<file path="config.mk">
export PLATFORM = sky130hd
export DESIGN_NAME = plicTop
export DESIGN_NICKNAME = d
export VERILOG_FILES = /design/src/source/plicPkg.sv /design/src/source/plicTop.sv /design/src/source/plicArbiter.sv /design/src/source/plicGateway.sv /design/src/source/plicRegs.sv
export VERILOG_INCLUDE_DIRS = /design/src /design/src/source
export SDC_FILE = /design/constraint.sdc
export NUM_CORES = 1
export LEC_CHECK = 0
export BUFFER_PORTS_ARGS = -buffer_cell sky130_fd_sc_hd__buf_2
export CORE_MARGIN = 8
export CORE_UTILIZATION = 40
export DETAILED_ROUTE_END_ITERATION = 6
export GPL_TIMING_DRIVEN = 0
export PLACE_DENSITY = 0.68
export SLEW_MARGIN = 20
export SYNTH_ARGS = -nofsm -noshare
export SYNTH_HDL_FRONTEND = slang
export SYNTH_HIERARCHICAL = 1
export SYNTH_SLANG_ARGS = --single-unit
</file>
<file path="constraint.sdc">
create_clock -name HCLK -period 4 [get_ports HCLK]
set_clock_uncertainty 0.05 [all_clocks]
set_input_delay 0.8 -clock HCLK [delete_from_list [all_inputs] [get_ports HCLK]]
set_output_delay 0.8 -clock HCLK [all_outputs]
set_load 0.03 [all_outputs]
</file>
<file path="src/source/plic_macros.svh">
////////////////////////////////////////////////////////////
// PLIC build parameters
// source count, priority width, bus address width and the
// word offsets of the register map
////////////////////////////////////////////////////////////
`ifndef PLIC_MACROS_SVH
`define PLIC_MACROS_SVH

// number of interrupt sources, 1 to 31 (source 0 is reserved)
`define PLIC_NUM_SRC 8

// width of a priority and of the threshold
`define PLIC_PRIO_BITS 3

// HADDR width seen by the slave
`define PLIC_ADDR_BITS 28

// register offsets inside the decoded window
// priority of source i lives at PLIC_OFS_PRIO + 4*i
`define PLIC_OFS_PRIO 'h000000
`define PLIC_OFS_PEND 'h001000
`define PLIC_OFS_EN 'h002000
`define PLIC_OFS_THRESH 'h200000
`define PLIC_OFS_CLAIM 'h200004

`endif
</file>
<file path="src/source/plicPkg.sv">
////////////////////////////////////////////////////////////
// PLIC shared types
// bus request bundle, claim/complete strobes, source IDs
////////////////////////////////////////////////////////////
`include "plic_macros.svh"

package plicPkg;

  ////////////////////////////////////////////////////////////
  // source identifiers
  ////////////////////////////////////////////////////////////

  // source number, 0 means no source
  typedef logic [4:0] srcId_t;

  ////////////////////////////////////////////////////////////
  // bus side
  ////////////////////////////////////////////////////////////

  // AHB-Lite address phase signals, sampled together
  typedef struct packed {
    logic                        sel;
    logic [`PLIC_ADDR_BITS-1:0]  addr;
    logic                        write;
    logic [1:0]                  trans;
    logic                        ready;
  } ahbReq_t;

  ////////////////////////////////////////////////////////////
  // register block to gateway
  ////////////////////////////////////////////////////////////

  // claimRead pulses in the address phase of a claim read
  // completeWrite pulses in the data phase of a complete write
  typedef struct packed {
    logic   claimRead;
    logic   completeWrite;
    srcId_t completeId;
  } claimEvt_t;

  // all source priorities, entry i belongs to source i
  typedef logic [`PLIC_NUM_SRC:1][`PLIC_PRIO_BITS-1:0] prioVec_t;

endpackage

</file>
<file path="src/source/plicTop.sv">
////////////////////////////////////////////////////////////
// PLIC top level
// AHB-Lite slave, gateway and arbiter for a single hart
////////////////////////////////////////////////////////////
`timescale 1ns/1ps
`include "plic_macros.svh"

module plicTop import plicPkg::*; (
  input  logic                        HCLK,
  input  logic                        HRESETn,
  input  logic                        HSEL,
  input  logic [`PLIC_ADDR_BITS-1:0]  HADDR,
  input  logic                        HWRITE,
  input  logic [1:0]                  HTRANS,
  input  logic                        HREADY,
  input  logic [31:0]                 HWDATA,
  output logic [31:0]                 HRDATA,
  output logic                        HREADYOUT,
  output logic                        HRESP,
  input  logic [`PLIC_NUM_SRC:1]      irqSources,
  output logic                        ExtIntM
);

  ahbReq_t                    busReq;
  claimEvt_t                  claimEvt;
  prioVec_t                   priorities;
  logic [`PLIC_NUM_SRC:1]     enables;
  logic [`PLIC_NUM_SRC:1]     pending;
  logic [`PLIC_PRIO_BITS-1:0] threshold;
  srcId_t                     claimId;

  // address phase inputs travel as one bundle
  assign busReq = '{sel: HSEL, addr: HADDR, write: HWRITE, trans: HTRANS, ready: HREADY};

  plicRegs u_regs (
    .HCLK(HCLK), .HRESETn(HRESETn), .bus(busReq), .HWDATA(HWDATA),
    .pending(pending), .claimId(claimId), .HRDATA(HRDATA), .HREADYOUT(HREADYOUT),
    .HRESP(HRESP), .priorities(priorities), .enables(enables),
    .threshold(threshold), .claimEvt(claimEvt)
  );

  plicGateway u_gateway (
    .HCLK(HCLK), .HRESETn(HRESETn), .irqSources(irqSources),
    .claimEvt(claimEvt), .claimId(claimId), .pending(pending)
  );

  plicArbiter u_arbiter (
    .priorities(priorities), .enables(enables), .pending(pending),
    .threshold(threshold), .claimId(claimId), .ExtIntM(ExtIntM)
  );

endmodule

</file>
<file path="src/source/plicArbiter.sv">
////////////////////////////////////////////////////////////
// PLIC arbiter
// highest enabled pending priority, lowest ID on a tie,
// compared against the global threshold
////////////////////////////////////////////////////////////
`timescale 1ns/1ps
`include "plic_macros.svh"

module plicArbiter import plicPkg::*; (
  input  prioVec_t                   priorities,
  input  logic [`PLIC_NUM_SRC:1]     enables,
  input  logic [`PLIC_NUM_SRC:1]     pending,
  input  logic [`PLIC_PRIO_BITS-1:0] threshold,
  output srcId_t                     claimId,
  output logic                       ExtIntM
);

  // number of priority levels, level 0 never competes
  localparam int NUM_LVL = 1 << `PLIC_PRIO_BITS;

  // candidates grouped by priority level
  logic [NUM_LVL-1:0][`PLIC_NUM_SRC:1] lvlReq;
  logic [NUM_LVL-1:1]                  lvlAny;
  logic [`PLIC_PRIO_BITS-1:0]          maxLvl;
  logic [`PLIC_NUM_SRC:1]              winners;

  ////////////////////////////////////////////////////////////
  // group by level
  ////////////////////////////////////////////////////////////

  always_comb begin
    lvlReq = '0;
    // level 0 row stays empty
    for (int lvl = 1; lvl < NUM_LVL; lvl++) begin
      for (int i = 1; i <= `PLIC_NUM_SRC; i++) begin
        lvlReq[lvl][i] = enables[i] & pending[i] &
                         (priorities[i] == `PLIC_PRIO_BITS'(lvl));
      end
    end
  end

  always_comb begin
    for (int lvl = 1; lvl < NUM_LVL; lvl++) begin
      lvlAny[lvl] = |lvlReq[lvl];
    end
  end

  ////////////////////////////////////////////////////////////
  // highest nonempty level
  ////////////////////////////////////////////////////////////

  always_comb begin
    maxLvl = '0;
    // ascending scan, the last hit is the highest
    for (int lvl = 1; lvl < NUM_LVL; lvl++) begin
      if (lvlAny[lvl]) maxLvl = `PLIC_PRIO_BITS'(lvl);
    end
  end

  // maxLvl of 0 selects the empty row
  assign winners = lvlReq[maxLvl];

  ////////////////////////////////////////////////////////////
  // lowest ID at that level
  ////////////////////////////////////////////////////////////

  always_comb begin
    claimId = '0;
    // descending scan leaves the lowest set index
    for (int i = `PLIC_NUM_SRC; i >= 1; i--) begin
      if (winners[i]) claimId = srcId_t'(i);
    end
  end

  // strictly above threshold, so threshold 7 masks everything
  assign ExtIntM = (maxLvl > threshold);

endmodule

</file>
<file path="src/source/plicGateway.sv">
////////////////////////////////////////////////////////////
// PLIC gateway
// level sensitive pending and in-progress state per source
////////////////////////////////////////////////////////////
`timescale 1ns/1ps
`include "plic_macros.svh"

module plicGateway import plicPkg::*; (
  input  logic                   HCLK,
  input  logic                   HRESETn,
  input  logic [`PLIC_NUM_SRC:1] irqSources,
  input  claimEvt_t              claimEvt,
  input  srcId_t                 claimId,
  output logic [`PLIC_NUM_SRC:1] pending
);

  logic [`PLIC_NUM_SRC:1] inProgress;
  logic [`PLIC_NUM_SRC:1] claimMask;
  logic [`PLIC_NUM_SRC:1] completeMask;

  // one-hot mask for a source ID, ID 0 gives an empty mask
  function automatic logic [`PLIC_NUM_SRC:1] idMask(input srcId_t id);
    logic [`PLIC_NUM_SRC:1] m;
    m = '0;
    for (int i = 1; i <= `PLIC_NUM_SRC; i++) begin
      m[i] = (id == srcId_t'(i));
    end
    return m;
  endfunction

  ////////////////////////////////////////////////////////////
  // claim and complete masks
  ////////////////////////////////////////////////////////////

  // claimed source leaves pending and enters in-progress
  assign claimMask    = claimEvt.claimRead ? idMask(claimId) : '0;
  // completed source leaves in-progress
  assign completeMask = claimEvt.completeWrite ? idMask(claimEvt.completeId) : '0;

  ////////////////////////////////////////////////////////////
  // state update
  ////////////////////////////////////////////////////////////

  always_ff @(posedge HCLK or negedge HRESETn) begin
    if (!HRESETn) begin
      pending    <= '0;
      inProgress <= '0;
    end else begin
      // high source not in service raises pending
      // pending holds until the claim
      pending    <= (pending | (irqSources & ~inProgress)) & ~claimMask;
      // a claim in the same cycle wins over a stray complete
      inProgress <= (inProgress & ~completeMask) | claimMask;
    end
  end

  // still-high source re-pends the cycle after in-progress drops
  // since the pending update looks at registered inProgress

endmodule

</file>
<file path="src/source/plicRegs.sv">
////////////////////////////////////////////////////////////
// PLIC register block
// AHB-Lite slave holding priority, enable and threshold and
// producing the claim and complete strobes
////////////////////////////////////////////////////////////
`timescale 1ns/1ps
`include "plic_macros.svh"

module plicRegs import plicPkg::*; (
  input  logic                      HCLK,
  input  logic                      HRESETn,
  input  ahbReq_t                   bus,
  input  logic [31:0]               HWDATA,
  input  logic [`PLIC_NUM_SRC:1]    pending,
  input  srcId_t                    claimId,
  output logic [31:0]               HRDATA,
  output logic                      HREADYOUT,
  output logic                      HRESP,
  output prioVec_t                  priorities,
  output logic [`PLIC_NUM_SRC:1]    enables,
  output logic [`PLIC_PRIO_BITS-1:0] threshold,
  output claimEvt_t                 claimEvt
);

  // low address bits that select a register inside the window
  localparam int OFS_BITS = 22;

  localparam logic [OFS_BITS-1:0] OFS_PEND   = OFS_BITS'(`PLIC_OFS_PEND);
  localparam logic [OFS_BITS-1:0] OFS_EN     = OFS_BITS'(`PLIC_OFS_EN);
  localparam logic [OFS_BITS-1:0] OFS_THRESH = OFS_BITS'(`PLIC_OFS_THRESH);
  localparam logic [OFS_BITS-1:0] OFS_CLAIM  = OFS_BITS'(`PLIC_OFS_CLAIM);

  logic                addrPhase;
  logic                readPhase;
  logic [OFS_BITS-1:0] ofs;
  logic [OFS_BITS-1:0] wrOfs;
  logic                wrValid;
  logic [31:0]         rdData;

  // priority register offset for source i
  function automatic logic [OFS_BITS-1:0] prioOfs(input int i);
    return OFS_BITS'(`PLIC_OFS_PRIO + 4 * i);
  endfunction

  ////////////////////////////////////////////////////////////
  // address phase
  ////////////////////////////////////////////////////////////

  // nonidle transfer that the previous slave has let through
  assign addrPhase = bus.sel & bus.ready & (bus.trans != 2'b00);
  assign readPhase = addrPhase & ~bus.write;
  // word aligned, byte lanes ignored
  assign ofs = {bus.addr[OFS_BITS-1:2], 2'b00};

  // zero wait states, always OKAY
  assign HREADYOUT = 1'b1;
  assign HRESP     = 1'b0;

  // write data arrives one cycle later, hold the target
  always_ff @(posedge HCLK or negedge HRESETn) begin
    if (!HRESETn) begin
      wrValid <= 1'b0;
    end else begin
      wrValid <= addrPhase & bus.write;
    end
  end

  always_ff @(posedge HCLK) begin
    wrOfs <= ofs;
  end

  ////////////////////////////////////////////////////////////
  // read path
  ////////////////////////////////////////////////////////////

  always_comb begin
    rdData = '0;
    if (ofs == OFS_PEND) begin
      // bit i is source i, bit 0 stays zero
      rdData[`PLIC_NUM_SRC:1] = pending;
    end else if (ofs == OFS_EN) begin
      rdData[`PLIC_NUM_SRC:1] = enables;
    end else if (ofs == OFS_THRESH) begin
      rdData[`PLIC_PRIO_BITS-1:0] = threshold;
    end else if (ofs == OFS_CLAIM) begin
      rdData[$bits(srcId_t)-1:0] = claimId;
    end else begin
      for (int i = 1; i <= `PLIC_NUM_SRC; i++) begin
        if (ofs == prioOfs(i)) rdData[`PLIC_PRIO_BITS-1:0] = priorities[i];
      end
    end
  end

  // captured in the address phase, driven in the data phase
  always_ff @(posedge HCLK or negedge HRESETn) begin
    if (!HRESETn) begin
      HRDATA <= '0;
    end else begin
      HRDATA <= readPhase ? rdData : '0;
    end
  end

  ////////////////////////////////////////////////////////////
  // write path
  ////////////////////////////////////////////////////////////

  always_ff @(posedge HCLK or negedge HRESETn) begin
    if (!HRESETn) begin
      priorities <= '0;
      enables    <= '0;
      threshold  <= '0;
    end else if (wrValid) begin
      for (int i = 1; i <= `PLIC_NUM_SRC; i++) begin
        if (wrOfs == prioOfs(i)) priorities[i] <= HWDATA[`PLIC_PRIO_BITS-1:0];
      end
      if (wrOfs == OFS_EN) enables <= HWDATA[`PLIC_NUM_SRC:1];
      if (wrOfs == OFS_THRESH) threshold <= HWDATA[`PLIC_PRIO_BITS-1:0];
    end
  end

  // claim on read only, complete on write only
  assign claimEvt.claimRead     = readPhase & (ofs == OFS_CLAIM);
  assign claimEvt.completeWrite = wrValid & (wrOfs == OFS_CLAIM);
  assign claimEvt.completeId    = HWDATA[$bits(srcId_t)-1:0];

endmodule

</file>
# Word-level counts from Yosys, hierarchy flattened
# Cells that the tools add are included.
dict set report totals {
  register_bits 104
  out_inout_bits 35
  word_cells 246
}
dict set report op_classes {
  n_lt_le_gt_ge 2
  n_eq_ne 95
  mux 37
  bitwise_logic 79
  n_reduce_logical 18
}
# cell count
set op_table {}
lappend op_table {{equality test 20 x 3 -> 1 bit, second input constant} 8}
lappend op_table {{equality test 3 bit, second input constant} 32}
lappend op_table {{equality test 20 x 2 -> 1 bit, second input constant} 4}
lappend op_table {{equality test 20 bit, second input constant} 4}
lappend op_table {{AND 1 bit} 70}
lappend op_table {{OR reduction 8 bit} 7}
lappend op_table {{equality test 3 x 2 -> 1 bit, second input constant} 16}
lappend op_table {{two-way mux 3 bit} 14}
lappend op_table {{equality test 20 x 1 -> 1 bit, second input constant} 2}
lappend op_table {{equality test 20 x 12 -> 1 bit, second input constant} 2}
lappend op_table {{equality test 20 x 4 -> 1 bit, second input constant} 2}
lappend op_table {{equality test 5 x 3 -> 1 bit, second input constant} 8}
lappend op_table {{two-way mux 4 bit} 10}
lappend op_table {{two-way mux 8 bit} 4}
lappend op_table {{AND 8 bit} 3}
lappend op_table {{binary-select mux 8 bit (select 3 bit)} 1}
lappend op_table {{equality test 3 x 1 -> 1 bit, second input constant} 8}
lappend op_table {{NOT 8 bit} 3}
lappend op_table {{equality test 20 x 11 -> 1 bit, second input constant} 1}
lappend op_table {{equality test 5 x 2 -> 1 bit, second input constant} 4}
lappend op_table {{AND reduction 2 bit} 10}
lappend op_table {{bitwise OR 8 bit} 2}
lappend op_table {{equality test 5 x 1 -> 1 bit, second input constant} 2}
lappend op_table {{equality test 5 x 4 -> 1 bit, second input constant} 2}
lappend op_table {{7 further kinds} 12}

# Depth between registers and ports, before layout
# Gate-level depths: netlist of run 1.
dict set report depth {
  depth_word 25
  ltp_mapped 17
  depth_no_buf 16
}

# Modules after synthesis
# The synthesis of run 1 kept the hierarchy.
# mod n_inst cells_each area_each_um2 seq_area_each_um2
set by_module_without_submodules {}
lappend by_module_without_submodules {plicRegs 1 279 3046.7 1526.5}
lappend by_module_without_submodules {plicArbiter 1 189 1266.2 0.0}
lappend by_module_without_submodules {plicGateway 1 75 738.2 400.4}

# Least setup slack after synthesis of run 1
# Ideal clock, no wire load.
dict set report synth_path {
  path_type {flip-flop to output port}
  startpoint {reg u_regs/priorities[13] (netlist bit)}
  endpoint {out ExtIntM}
  arrival_ns 2.985
  required_ns 3.150
  path_slack_ns 0.165
  path_stages_with_launch 11
  n_path_buf 0
  cell_sequence {dfrtp_1 -> and3_1 -> o2bb2ai_1 -> or4_1 -> or3_4 -> a211oi_4 -> inv_1 -> ha_1 -> a21o_1 -> a21oi_1 -> a31oi_1}
}
dict set report synth_between {
  elab_chain_len 11
}
# element line
set synth_lines {}
lappend synth_lines {{start: declaration} plicRegs.sv:19} ;# output prioVec_t priorities,
lappend synth_lines {{start signal: indexed assignment} plicRegs.sv:114} ;# if (wrOfs == prioOfs(i)) priorities[i] <= HWDATA[`PLIC_PRIO_BITS-1:0];
lappend synth_lines {{equality test 3 x 1 -> 1 bit} plicArbiter.sv:37} ;# (priorities[i] == `PLIC_PRIO_BITS'(lvl));
lappend synth_lines {{AND 1 bit} plicArbiter.sv:36} ;# lvlReq[lvl][i] = enables[i] & pending[i] &
lappend synth_lines {{OR reduction 8 bit} plicArbiter.sv:44} ;# lvlAny[lvl] = |lvlReq[lvl];
lappend synth_lines {{two-way mux 1 bit} plicArbiter.sv:56} ;# if (lvlAny[lvl]) maxLvl = `PLIC_PRIO_BITS'(lvl);
lappend synth_lines {{two-way mux 2 bit (2 in a row)} plicArbiter.sv:56}
lappend synth_lines {{two-way mux 3 bit (3 in a row)} plicArbiter.sv:56}
lappend synth_lines {{two-way mux 3 bit (*)} plicArbiter.sv:56}
lappend synth_lines {{> comparator 3 bit (*)} plicArbiter.sv:76} ;# assign ExtIntM = (maxLvl > threshold);
lappend synth_lines {{end: declaration} plicTop.sv:21} ;# output logic ExtIntM
# Every way passes the cells marked *; elsewhere a longest branch is shown, timed or not.

# Worst setup path in the final report of run 1
dict set report layout_path {
  startpoint {reg u_regs/enables[1] (netlist bit)}
  endpoint {out ExtIntM}
}
dict set report layout_between {
  elab_chain_len 11
}
# element line
set layout_lines {}
lappend layout_lines {{start: declaration} plicRegs.sv:20} ;# output logic [`PLIC_NUM_SRC:1] enables,
lappend layout_lines {{start signal: assignment} plicRegs.sv:116} ;# if (wrOfs == OFS_EN) enables <= HWDATA[`PLIC_NUM_SRC:1];
lappend layout_lines {{AND 1 bit (*)} plicArbiter.sv:36}
lappend layout_lines {{AND 1 bit} plicArbiter.sv:36}
lappend layout_lines {{OR reduction 8 bit} plicArbiter.sv:44}
lappend layout_lines {{two-way mux 1 bit} plicArbiter.sv:56}
lappend layout_lines {{two-way mux 2 bit (2 in a row)} plicArbiter.sv:56}
lappend layout_lines {{two-way mux 3 bit (3 in a row)} plicArbiter.sv:56}
lappend layout_lines {{two-way mux 3 bit (*)} plicArbiter.sv:56}
lappend layout_lines {{> comparator 3 bit (*)} plicArbiter.sv:76}
# Marks and branches as above.

==> results of run 1 <==
==> per-layer routing <==
| metal | track usage | up-vias | routed length (µm) |
|---|---|---|---|
| li1 | - | 2279 | - |
| met1 | 0.2528 | 2461 | 6740 |
| met5 | 0 | - | 0 |
| met4 | 0.08881 | 0 | 701 |
| met3 | 0.04468 | 57 | 1691 |
| met2 | 0.3538 | 320 | 8323 |
==> final timing paths <==
path | start | end | slack [ns]
min in group asynchronous | HRESETn | u_gateway/inProgress[3]$_DFF_PN0_ | 0.49
hold / removal | u_gateway/inProgress[2]$_DFF_PN0_ | u_gateway/inProgress[2]$_DFF_PN0_ | 0.45
hold reg to reg | u_gateway/inProgress[2]$_DFF_PN0_ | u_gateway/inProgress[2]$_DFF_PN0_ | 0.45
max in group asynchronous | HRESETn | u_regs/priorities[2]$_DFFE_PN0P_ | 2.83
setup / recovery | u_regs/enables[1]$_DFFE_PN0P_ | ExtIntM | -0.12
setup reg to reg | u_regs/enables[7]$_DFFE_PN0P_ | u_gateway/pending[7]$_DFF_PN0_ | -0.05
==> Yosys cell counts (all sizes together) (3+ instances only) <==
library cell | instances | share of area
buf | 37 | 0.051
o21ai | 24 | 0.025
a21o | 4 | 0.0059
o22ai | 13 | 0.016
nor4bb | 3 | 0.0059
and4 | 3 | 0.0052
nand2b | 15 | 0.019
nand4 | 9 | 0.011
nor4 | 12 | 0.022
a22oi | 7 | 0.010
a22o | 4 | 0.0069
nor3b | 5 | 0.0097
a32oi | 3 | 0.0052
nor2 | 34 | 0.025
xnor2 | 3 | 0.0052
conb | 3 | 0.0022
mux2 | 35 | 0.078
clkbuf | 6 | 0.0047
dfxtp | 20 | 0.079
nand3b | 8 | 0.012
nand3 | 18 | 0.018
nand2 | 39 | 0.029
inv | 26 | 0.019
or3 | 6 | 0.010
nand4b | 8 | 0.014
a31oi | 3 | 0.0037
o32ai | 5 | 0.0087
o211ai | 3 | 0.0045
and3 | 7 | 0.0087
or4 | 7 | 0.012
o31ai | 3 | 0.0072
a311oi | 4 | 0.0069
nor3 | 26 | 0.027
nor4b | 3 | 0.0094
nor2b | 7 | 0.0087
o21a | 4 | 0.0059
a211oi | 3 | 0.0094
a21oi | 25 | 0.027
ha | 3 | 0.0074
dfrtp | 61 | 0.30
==> power by group through the flow <==
stage	logic (mW)	registers, mW	clock network [mW]
finish	0.210	0.851	0.844
global route	0.225	0.852	0.887
CTS	0.194	0.850	0.856
detailed placement	0.176	0.866	0
global placement	0.174	0.865	0
floorplan	0.116	0.859	0
==> flip-flops by register name, summed over array words and instances (netlist names) <==
name / cells
u_regs/enables: 8
u_regs/HRDATA: 9
u_regs/wrValid: 1
u_gateway/inProgress: 8
u_gateway/pending: 8
u_regs/threshold: 3
u_regs/priorities: 24
u_regs/wrOfs: 20
==> what timing repair did <==
item	in CTS	in global routing
pin swaps	26	26
buffers inserted	39	20
cloned	1	0
hold buffers	0	0
endpoints found under the hold margin	0	0
setup endpoints to repair	21	21
gates resized for setup	50	42
==> through the flow <==
step,total power [mW],util,cells,cell area (µm²),worst slack (ns)
after floorplan,0.9753,-,566,5137,0.1650
after global placement,1.039,0.4499,789,5608,-0.7864
after detailed placement,1.042,0.4501,789,5610,-0.7430
after CTS,1.899,0.5153,845,6424,-0.06734
after global routing,1.964,0.5399,865,6730,-0.2028
final,1.905,0.5399,865,6730,-0.1151
==> cell families (layout without fill, tap and decap cells) <==
kind of cell / count (synthesis) / count (layout) / share of synthesized area
simple gates: 223 / 223 / 0.2705
fa+ha+maj: 3 / 3 / 0.007432
mux: 36 / 36 / 0.08001
xor+xnor: 3 / 3 / 0.005203
flops: 81 / 81 / 0.3815
buf+inv: 69 / 195 / 0.07530
other cells: 3 / 26 / 0.002229
compound gates: 125 / 126 / 0.1779
==> worst register-to-register path, delay by kind of cell (launching register included) <==
| kind | cells | cell delay [ns] |
|---|---|---|
| DFF | 1 | 0.43 |
| AOI/OAI and AO/OA | 7 | 1.43 |
| and+or+nand+nor | 6 | 1.52 |
| buffers and inverters | 3 | 0.51 |
==> cell type report <==
class                           count  share of cell area
Timing Repair Buffer              110              0.1119
Tap cell                          172             0.03198
Multi-Input combinational cell    417              0.4622
Clock inverter                      6             0.01115
Inverter                           26             0.01487
Buffer                             43             0.04350
Sequential cell                    81              0.2904
Clock buffer                       10             0.03402
==> flow_summary.yaml, run 1 <==
global_route:
  first_global_vias: 5003
  grt_max_degree: 62
  antenna_found_initial: 0
  grt.total_usage: 0.2094
  grt_remaining_overflow: 0
  grt_pass1_wl_um: 27000
worst_setup_path:
  critPathKind: "flip-flop to primary output"
  critPathMaxFanout: 6
  crit_buf_inv: 3
  slowest_stage: "or4_1"
  cp.required_ns: 3.15
  crit_family: "simple AND/OR/NAND/NOR gates"
  path_cells: "nand3b_1 > o32ai_1 > or4_1 > or3_4 > a211oi_4 > buf_6 > inv_4 > ha_4 > a21o_1 > a21oi_1 > a31oi_1 > buf_4"
  cp-start-kind: "flip-flop"
  reg2reg_depth: 16
  critical-path-max-stage-delay_ns: 0.52
  worst-path-stages: 12
  end_kind: "primary output"
  crit_arrival_ns: 3.27
sta:
  worstMarginPinSlew_ns: 0.7949
  rsz0062_at_grt: "true"
  fmax_ghz: 0.2430
  hold-worst-slack_ns: 0.4530
  drv_slew: 0
  hold_viol_final: 0
  period_share: 1.029
  timing.setup.tns_ns: -0.3628
  slew_headroom: 0.4701
  timing.final.ws_setup_ns: -0.1151
  post-route-min-period_ns: 4.115
  finalSetupViolCount: 11
die:
  die_h_um: 128.4
  row_count: 41
  coreArea_um2: 12470
  dieArea_um2: 16480
  dieWidth_um: 128.4
  start_util: 0.4052
  io_pins: 110
cts:
  clk_pin_slew_ns: 0.06
  cts_root_buf: "clkbuf_16"
  worstSkewPairLatency_ns: 0.34
  numCtsBuffers: 9
  h-tree-depth: 3
  clockBufferDepth: 2
  numClockSinks: 81
  cts_tree: "yes"
job:
  drv_cap: 0
final_layout:
  multi_input_area_um2: 3110
  layout_common_cells: "buf_4 (84), buf_2 (49), dfrtp_1 (39)"
  syn_to_final_growth_pct: 33.24
  final_common_cell: "buf_4"
  register_area_um2: 1954
  drive_gt1_frac: 0.4084
  n_antenna_cell: 0
  nets: 766
  num-fill-cells: 1092
power_and_ir_drop:
  combPwrFrac: 0.110
  ir_drop_uv: 287.6
  switchingPower_mw: 0.4949
  seq_power_share: 0.447
  power_switching_share: 0.2598
  clockPowerShare: 0.443
  p_int_mw: 1.410
  p_per_area_nw_per_um2: 283.0
  power_leakage_nw: 2.828
synth:
  yosysSeqAreaShare: 0.3815
  dominantRegCellSynth: "dfrtp_1"
  netlist_area_um2: 5051
  avgSynthCellArea_um2: 9.302
  syn_inst: 543
  synth_cell_type_count: 84
  synth-edff-count: 0
  yosys_warnings: 6
  async_flop_share: 0.7531
  ys_ff_latch: 81
detailed_routing:
  first_iter_violations: 527
  vias: 5117
  wl_um: 17460
  drtPass1Iterations: 5
  via_per_inst: 5.916
  drc: 0
  wl_per_cell_um: 20.18
  drtAntennaViolNets: 0
status:
  violations: "setup timing"
  status: "finished with violations"
min_path:
  hold_path_class: "flip-flop to flip-flop"
  min_path_cells: 2
place:
  io_buffers: 51
  post-dp-hpwl_um: 12030
  gp_congestion: 0.9536
Power figures use the tool's default switching activity.
==> run 2: changes to the inputs <==
- CORE_ASPECT_RATIO: default -> 1.2
==> run 2 against run 1 <==
  * The flow still finishes with violations (setup timing)
  * Critical endpoint is now u_regs/HRDATA[0]$_DFF_PN0_
  * Hold slack got worse by 0.0017 ns
  * Setup slack improved by 0.083 ns
  * Routed wire length decreased by 4.3%
  * First-iteration DRC count decreased by 40%
  * Maximum frequency increased by 2.1%
  * Non-clock buffer count decreased by 30
  * Largest power group unchanged
==> flow_summary.yaml, run 2 (synthesized netlist as in run 1, its figures left out) <==
sta:
  timing.setup.tns_ns: -0.05814
  fmax_ghz: 0.2480
  rsz0062_at_grt: "true"
  finalSetupViolCount: 2
  hold_viol_final: 0
  timing.final.ws_setup_ns: -0.03204
  post-route-min-period_ns: 4.032
  drv_slew: 0
  hold-worst-slack_ns: 0.4514
  worstMarginPinSlew_ns: 1.123
  slew_headroom: 0.2448
  period_share: 1.008
global_route:
  first_global_vias: 4809
  antenna_found_initial: 0
  grt_remaining_overflow: 0
  grt.total_usage: 0.1977
  grt_max_degree: 62
  grt_pass1_wl_um: 25810
status:
  violations: "setup timing"
  status: "finished with violations"
final_layout:
  fin_cells: 826
  regMostFlops: "u_regs/priorities"
  num-fill-cells: 1218
  reg.largest.list: "u_regs/priorities x24, u_regs/wrOfs x20, u_regs/HRDATA x9"
  syn_to_final_growth_pct: 25.79
  nets: 735
  final_common_cell: "buf_4"
  layout_common_cells: "buf_4 (65), buf_2 (49), nand2_1 (39)"
  drive_gt1_frac: 0.3610
  n_antenna_cell: 0
  final_util: 0.5083
  largest_reg_flops: 24
cts:
  numCtsBuffers: 9
  worstSkewPairLatency_ns: 0.34
  clockBufferDepth: 2
  cts_root_buf: "clkbuf_16"
  h-tree-depth: 3
  numClockSinks: 81
  hold_buffers: 0
  clk_pin_slew_ns: 0.06
  cts_tree: "yes"
worst_setup_path:
  critPathMaxFanout: 9
  end_kind: "flip-flop"
  cp-start-kind: "flip-flop"
  cp.required_ns: 4.16
  crit_arrival_ns: 4.19
  critPathKind: "flip-flop to flip-flop"
place:
  gp_congestion: 0.9714
  pre_cts_ws_ns: -0.5876
  io_buffers: 51
  dp_cells: 781
  post-dp-hpwl_um: 12450
detailed_routing:
  drtPass1Iterations: 6
  wl_um: 16710
  vias: 4846
  first_iter_violations: 318
  via_per_inst: 5.867
  drtAntennaViolNets: 0
  drc: 0
  wl_per_cell_um: 20.23
power_and_ir_drop:
  p_per_area_nw_per_um2: 294.0
  ir_drop_uv: 284.6
  power_leakage_nw: 2.649
min_path:
  hold_path_class: "flip-flop to flip-flop"
die:
  row_count: 45
  coreArea_um2: 12500
  start_util: 0.4041
  io_pins: 110
  die_h_um: 139.1
  dieArea_um2: 16490
  dieWidth_um: 118.6
job:
  drv_cap: 0
==> run 2: layer usage <==
metal / share of wire / vias to the layer above / global-route usage
li1: - / 2210 / -
met1: 0.39 / 2341 / 0.2254
met4: 0.046 / 0 / 0.09740
met2: 0.49 / 236 / 0.3394
met5: 0 / - / 0
met3: 0.073 / 59 / 0.04562
==> run 2: path summary, 6_finish.rpt <==
check | from | endpoint | slack (ns) | depth (start not counted)
max | u_regs/priorities[1]$_DFFE_PN0P_ | u_regs/HRDATA[0]$_DFF_PN0_ | -0.03 | 15
min | u_gateway/inProgress[3]$_DFF_PN0_ | u_gateway/inProgress[3]$_DFF_PN0_ | 0.45 | 2
max reg2reg | u_regs/priorities[1]$_DFFE_PN0P_ | u_regs/HRDATA[0]$_DFF_PN0_ | -0.03 | 15
min reg2reg | u_gateway/inProgress[3]$_DFF_PN0_ | u_gateway/inProgress[3]$_DFF_PN0_ | 0.45 | 2
max in group asynchronous | HRESETn | u_regs/priorities[1]$_DFFE_PN0P_ | 2.86 | 1
min in group asynchronous | HRESETn | u_gateway/inProgress[7]$_DFF_PN0_ | 0.48 | 1
==> run 2: final cells by class <==
| class | count | area (µm²) | area share |
|---|---|---|---|
| plain buffers | 42 | 285.3 | 0.04490 |
| multi-input cells | 416 | 3012 | 0.4740 |
| clock inverters | 4 | 51.30 | 0.008074 |
| flip-flops and latches | 81 | 1958 | 0.3082 |
| inverters | 26 | 97.59 | 0.01536 |
| clock buffers | 12 | 246.5 | 0.03879 |
| well taps | 164 | 205.2 | 0.03230 |
| repair buffers | 81 | 498.0 | 0.07838 |
==> run 2: power by group <==
group / total, mW / switching [mW] / internal [mW]
clock network: 0.820 / 0.319 / 0.502
registers: 0.852 / 0.0185 / 0.834
logic: 0.195 / 0.118 / 0.0770
==> run 2: critical path, cell delays in order (launching register included) <==
cell and delay, ns:
dfrtp_2 0.48, or2b_1 0.19, o22ai_1 0.14, or4_4 0.54, a211oi_4 0.31, o21ai_4 0.12
a21oi_4 0.29, buf_12 0.16, xnor2_1 0.16, o31ai_4 0.13, a311oi_1 0.42, o31ai_4 0.15
nand2b_1 0.17, a221o_1 0.34, a21oi_1 0.16, nor4_1 0.08
==> run 2: stage by stage <==
stage               power, mW  area [µm²]
floorplan              0.9753        5137
global placement        1.040        5598
detailed placement      1.043        5600
CTS                     1.877        6223
global route            1.933        6354
finish                  1.868        6354
==> run 2: repair_timing <==
item	in CTS	in global routing
gates resized for setup	43	19
setup endpoints to repair	21	21
pin swaps	12	4
buffers inserted	23	7
==> run 3: changes to the inputs <==
- BUFFER_PORTS_ARGS: -buffer_cell sky130_fd_sc_hd__buf_2 -> default
- DONT_BUFFER_PORTS: default -> 1
- PLACE_DENSITY: 0.68 -> 0.6
- SETUP_SLACK_MARGIN: default -> 0.4
==> run 3 against run 2 <==
  * The flow now finishes without violations
  * Sequential share of layout area decreased by 1.9 points
  * Via count down 0.50%
  * Global-route usage increased by 0.85 points
  * Critical path type is now flip-flop to primary output
  * Cell area increased by 6.6%
  * Cell count shrank 0.85%
  * Clock power is 0.7% higher
  * Routed wire length increased by 6.5%
==> flow_summary.yaml, run 3 (synthesized netlist as in run 1, its figures left out) <==
cts:
  numClockSinks: 81
  numCtsBuffers: 9
  clk_pin_slew_ns: 0.06
  cts_tree: "yes"
  cts_root_buf: "clkbuf_16"
  clockBufferDepth: 2
  worstSkewPairLatency_ns: 0.34
  h-tree-depth: 3
  hold_buffers: 0
status:
  status: "completed"
place:
  io_buffers: 0
  post-dp-hpwl_um: 12640
  pre_cts_ws_ns: -0.9361
  gp_congestion: 0.9119
  placed_area_um2: 5380
power_and_ir_drop:
  power_mw: 1.866
  ir_drop_uv: 296.5
  p_per_area_nw_per_um2: 275.6
  power_leakage_nw: 2.735
sta:
  worstMarginPinSlew_ns: 1.307
  hold_viol_final: 0
  post-route-min-period_ns: 3.985
  slew_headroom: 0.1208
  period_share: 0.9962
  drv_slew: 0
  fmax_ghz: 0.2509
  timing.final.ws_setup_ns: 0.01505
  rsz0062_at_grt: "true"
  finalSetupViolCount: 0
global_route:
  first_global_vias: 4835
  grt_pass1_wl_um: 26770
  grt_remaining_overflow: 0
  antenna_found_initial: 0
  grt_max_degree: 62
  grt.total_usage: 0.2062
detailed_routing:
  first_iter_violations: 289
  drtPass1Iterations: 5
  wl_per_cell_um: 21.73
  drc: 0
  drtAntennaViolNets: 0
  maxUsedRoutingLayer: "met4"
  via_per_inst: 5.888
  vias: 4822
  wl_met3_um: 1228
  wl_met1_um: 6782
  wl_um: 17800
  met2_length_um: 8962
final_layout:
  layout_common_cells: "buf_4 (90), mux2_2 (35), dfrtp_1 (34)"
  syn_to_final_growth_pct: 34.04
  final_common_cell: "buf_4"
  n_antenna_cell: 0
  reg.largest.list: "u_regs/priorities x24, u_regs/wrOfs x20, u_regs/HRDATA x9"
  regMostFlops: "u_regs/priorities"
  final_area_um2: 6770
  drive_gt1_frac: 0.4183
  nets: 728
  largest_reg_flops: 24
  final_util: 0.5416
die:
  io_pins: 110
  die_h_um: 139.1
  start_util: 0.4041
  dieWidth_um: 118.6
  row_count: 45
  coreArea_um2: 12500
  dieArea_um2: 16490
worst_setup_path:
  critical-path-max-stage-delay_ns: 0.51
  slowest_stage: "or4_1"
  cp-start-kind: "flip-flop"
  crit_arrival_ns: 3.13
  startpoint: "u_regs/enables[1]$_DFFE_PN0P_"
  path_cells: "nand3b_1 > o32ai_4 > or4_1 > or3_4 > a211oi_4 > buf_4 > inv_2 > ha_4 > a21o_1 > a21oi_2 > a31oi_4"
  end_kind: "primary output"
  critPathKind: "flip-flop to primary output"
  cp.required_ns: 3.15
  critPathMaxFanout: 4
  r2r_start: "u_regs/enables[7]$_DFFE_PN0P_"
job:
  drv_cap: 0
min_path:
  hold_path_class: "input pin to asynchronous set/reset pin"
[run 3: worst max-delay path: cells and delay by family (launching register included)]
kind | cells | cell delay [ns]
and+or+nand+nor | 3 | 1.08
adders and majority gates | 1 | 0.25
AOI/OAI and AO/OA | 5 | 0.82
DFF | 1 | 0.46
buffers and inverters | 2 | 0.19
[run 3: layout make-up]
class,count,area (µm²)
plain buffers,43,302.8
clock buffers,11,232.7
clock inverters,5,63.81
fillers,1104,5729
inverters,26,110.1
multi-input cells,416,3283
flip-flops and latches,81,1961
well taps,164,205.2
repair buffers,73,611.8
[run 3: path summary, 6_finish.rpt]
check | slack (ns) | depth (start not counted) | end
min reg2reg | 0.44 | 2 | u_gateway/inProgress[1]$_DFF_PN0_
max | 0.02 | 11 | ExtIntM
max reg2reg | 0.06 | 18 | u_gateway/pending[7]$_DFF_PN0_
min in group HCLK | 0.43 | 0 | u_regs/wrOfs[4]$_DFF_P_
max in group asynchronous | 3.68 | 0 | u_regs/enables[1]$_DFFE_PN0P_
min | 0.1 | 0 | u_regs/threshold[2]$_DFFE_PN0P_
[run 3: repair_timing]
action                                 4_1_cts  5_1_grt
setup endpoints to repair                   21       21
setup buffers                               54       19
endpoints found under the hold margin        0        0
pin swaps                                   35       24
resized for setup                           88       52
[run 3: power breakdown]
part / internal, mW / switching, mW
sequential: 0.834 / 0.0185
clock: 0.488 / 0.338
combinational: 0.0832 / 0.104
[run 3: metrics by stage]
| step | cells | setup TNS [ns] | hold WS [ns] |
|---|---|---|---|
| 2_1_floorplan | 566 | 0 | 0.4038 |
| 3_3_place_gp | 730 | -10.71 | 0.4235 |
| 3_5_place_dp | 730 | -9.966 | 0.4259 |
| 4_1_cts | 800 | 0 | 0.08974 |
| 5_1_grt | 819 | -0.2072 | 0.08472 |
| 6_report | 819 | 0 | 0.09907 |
[run 3: layer usage]
metal  track usage  up-vias
li1              -     2201
met1        0.2351     2355
met2        0.3570      213
met3       0.04358       53
met4        0.1014        0
met5             0        -
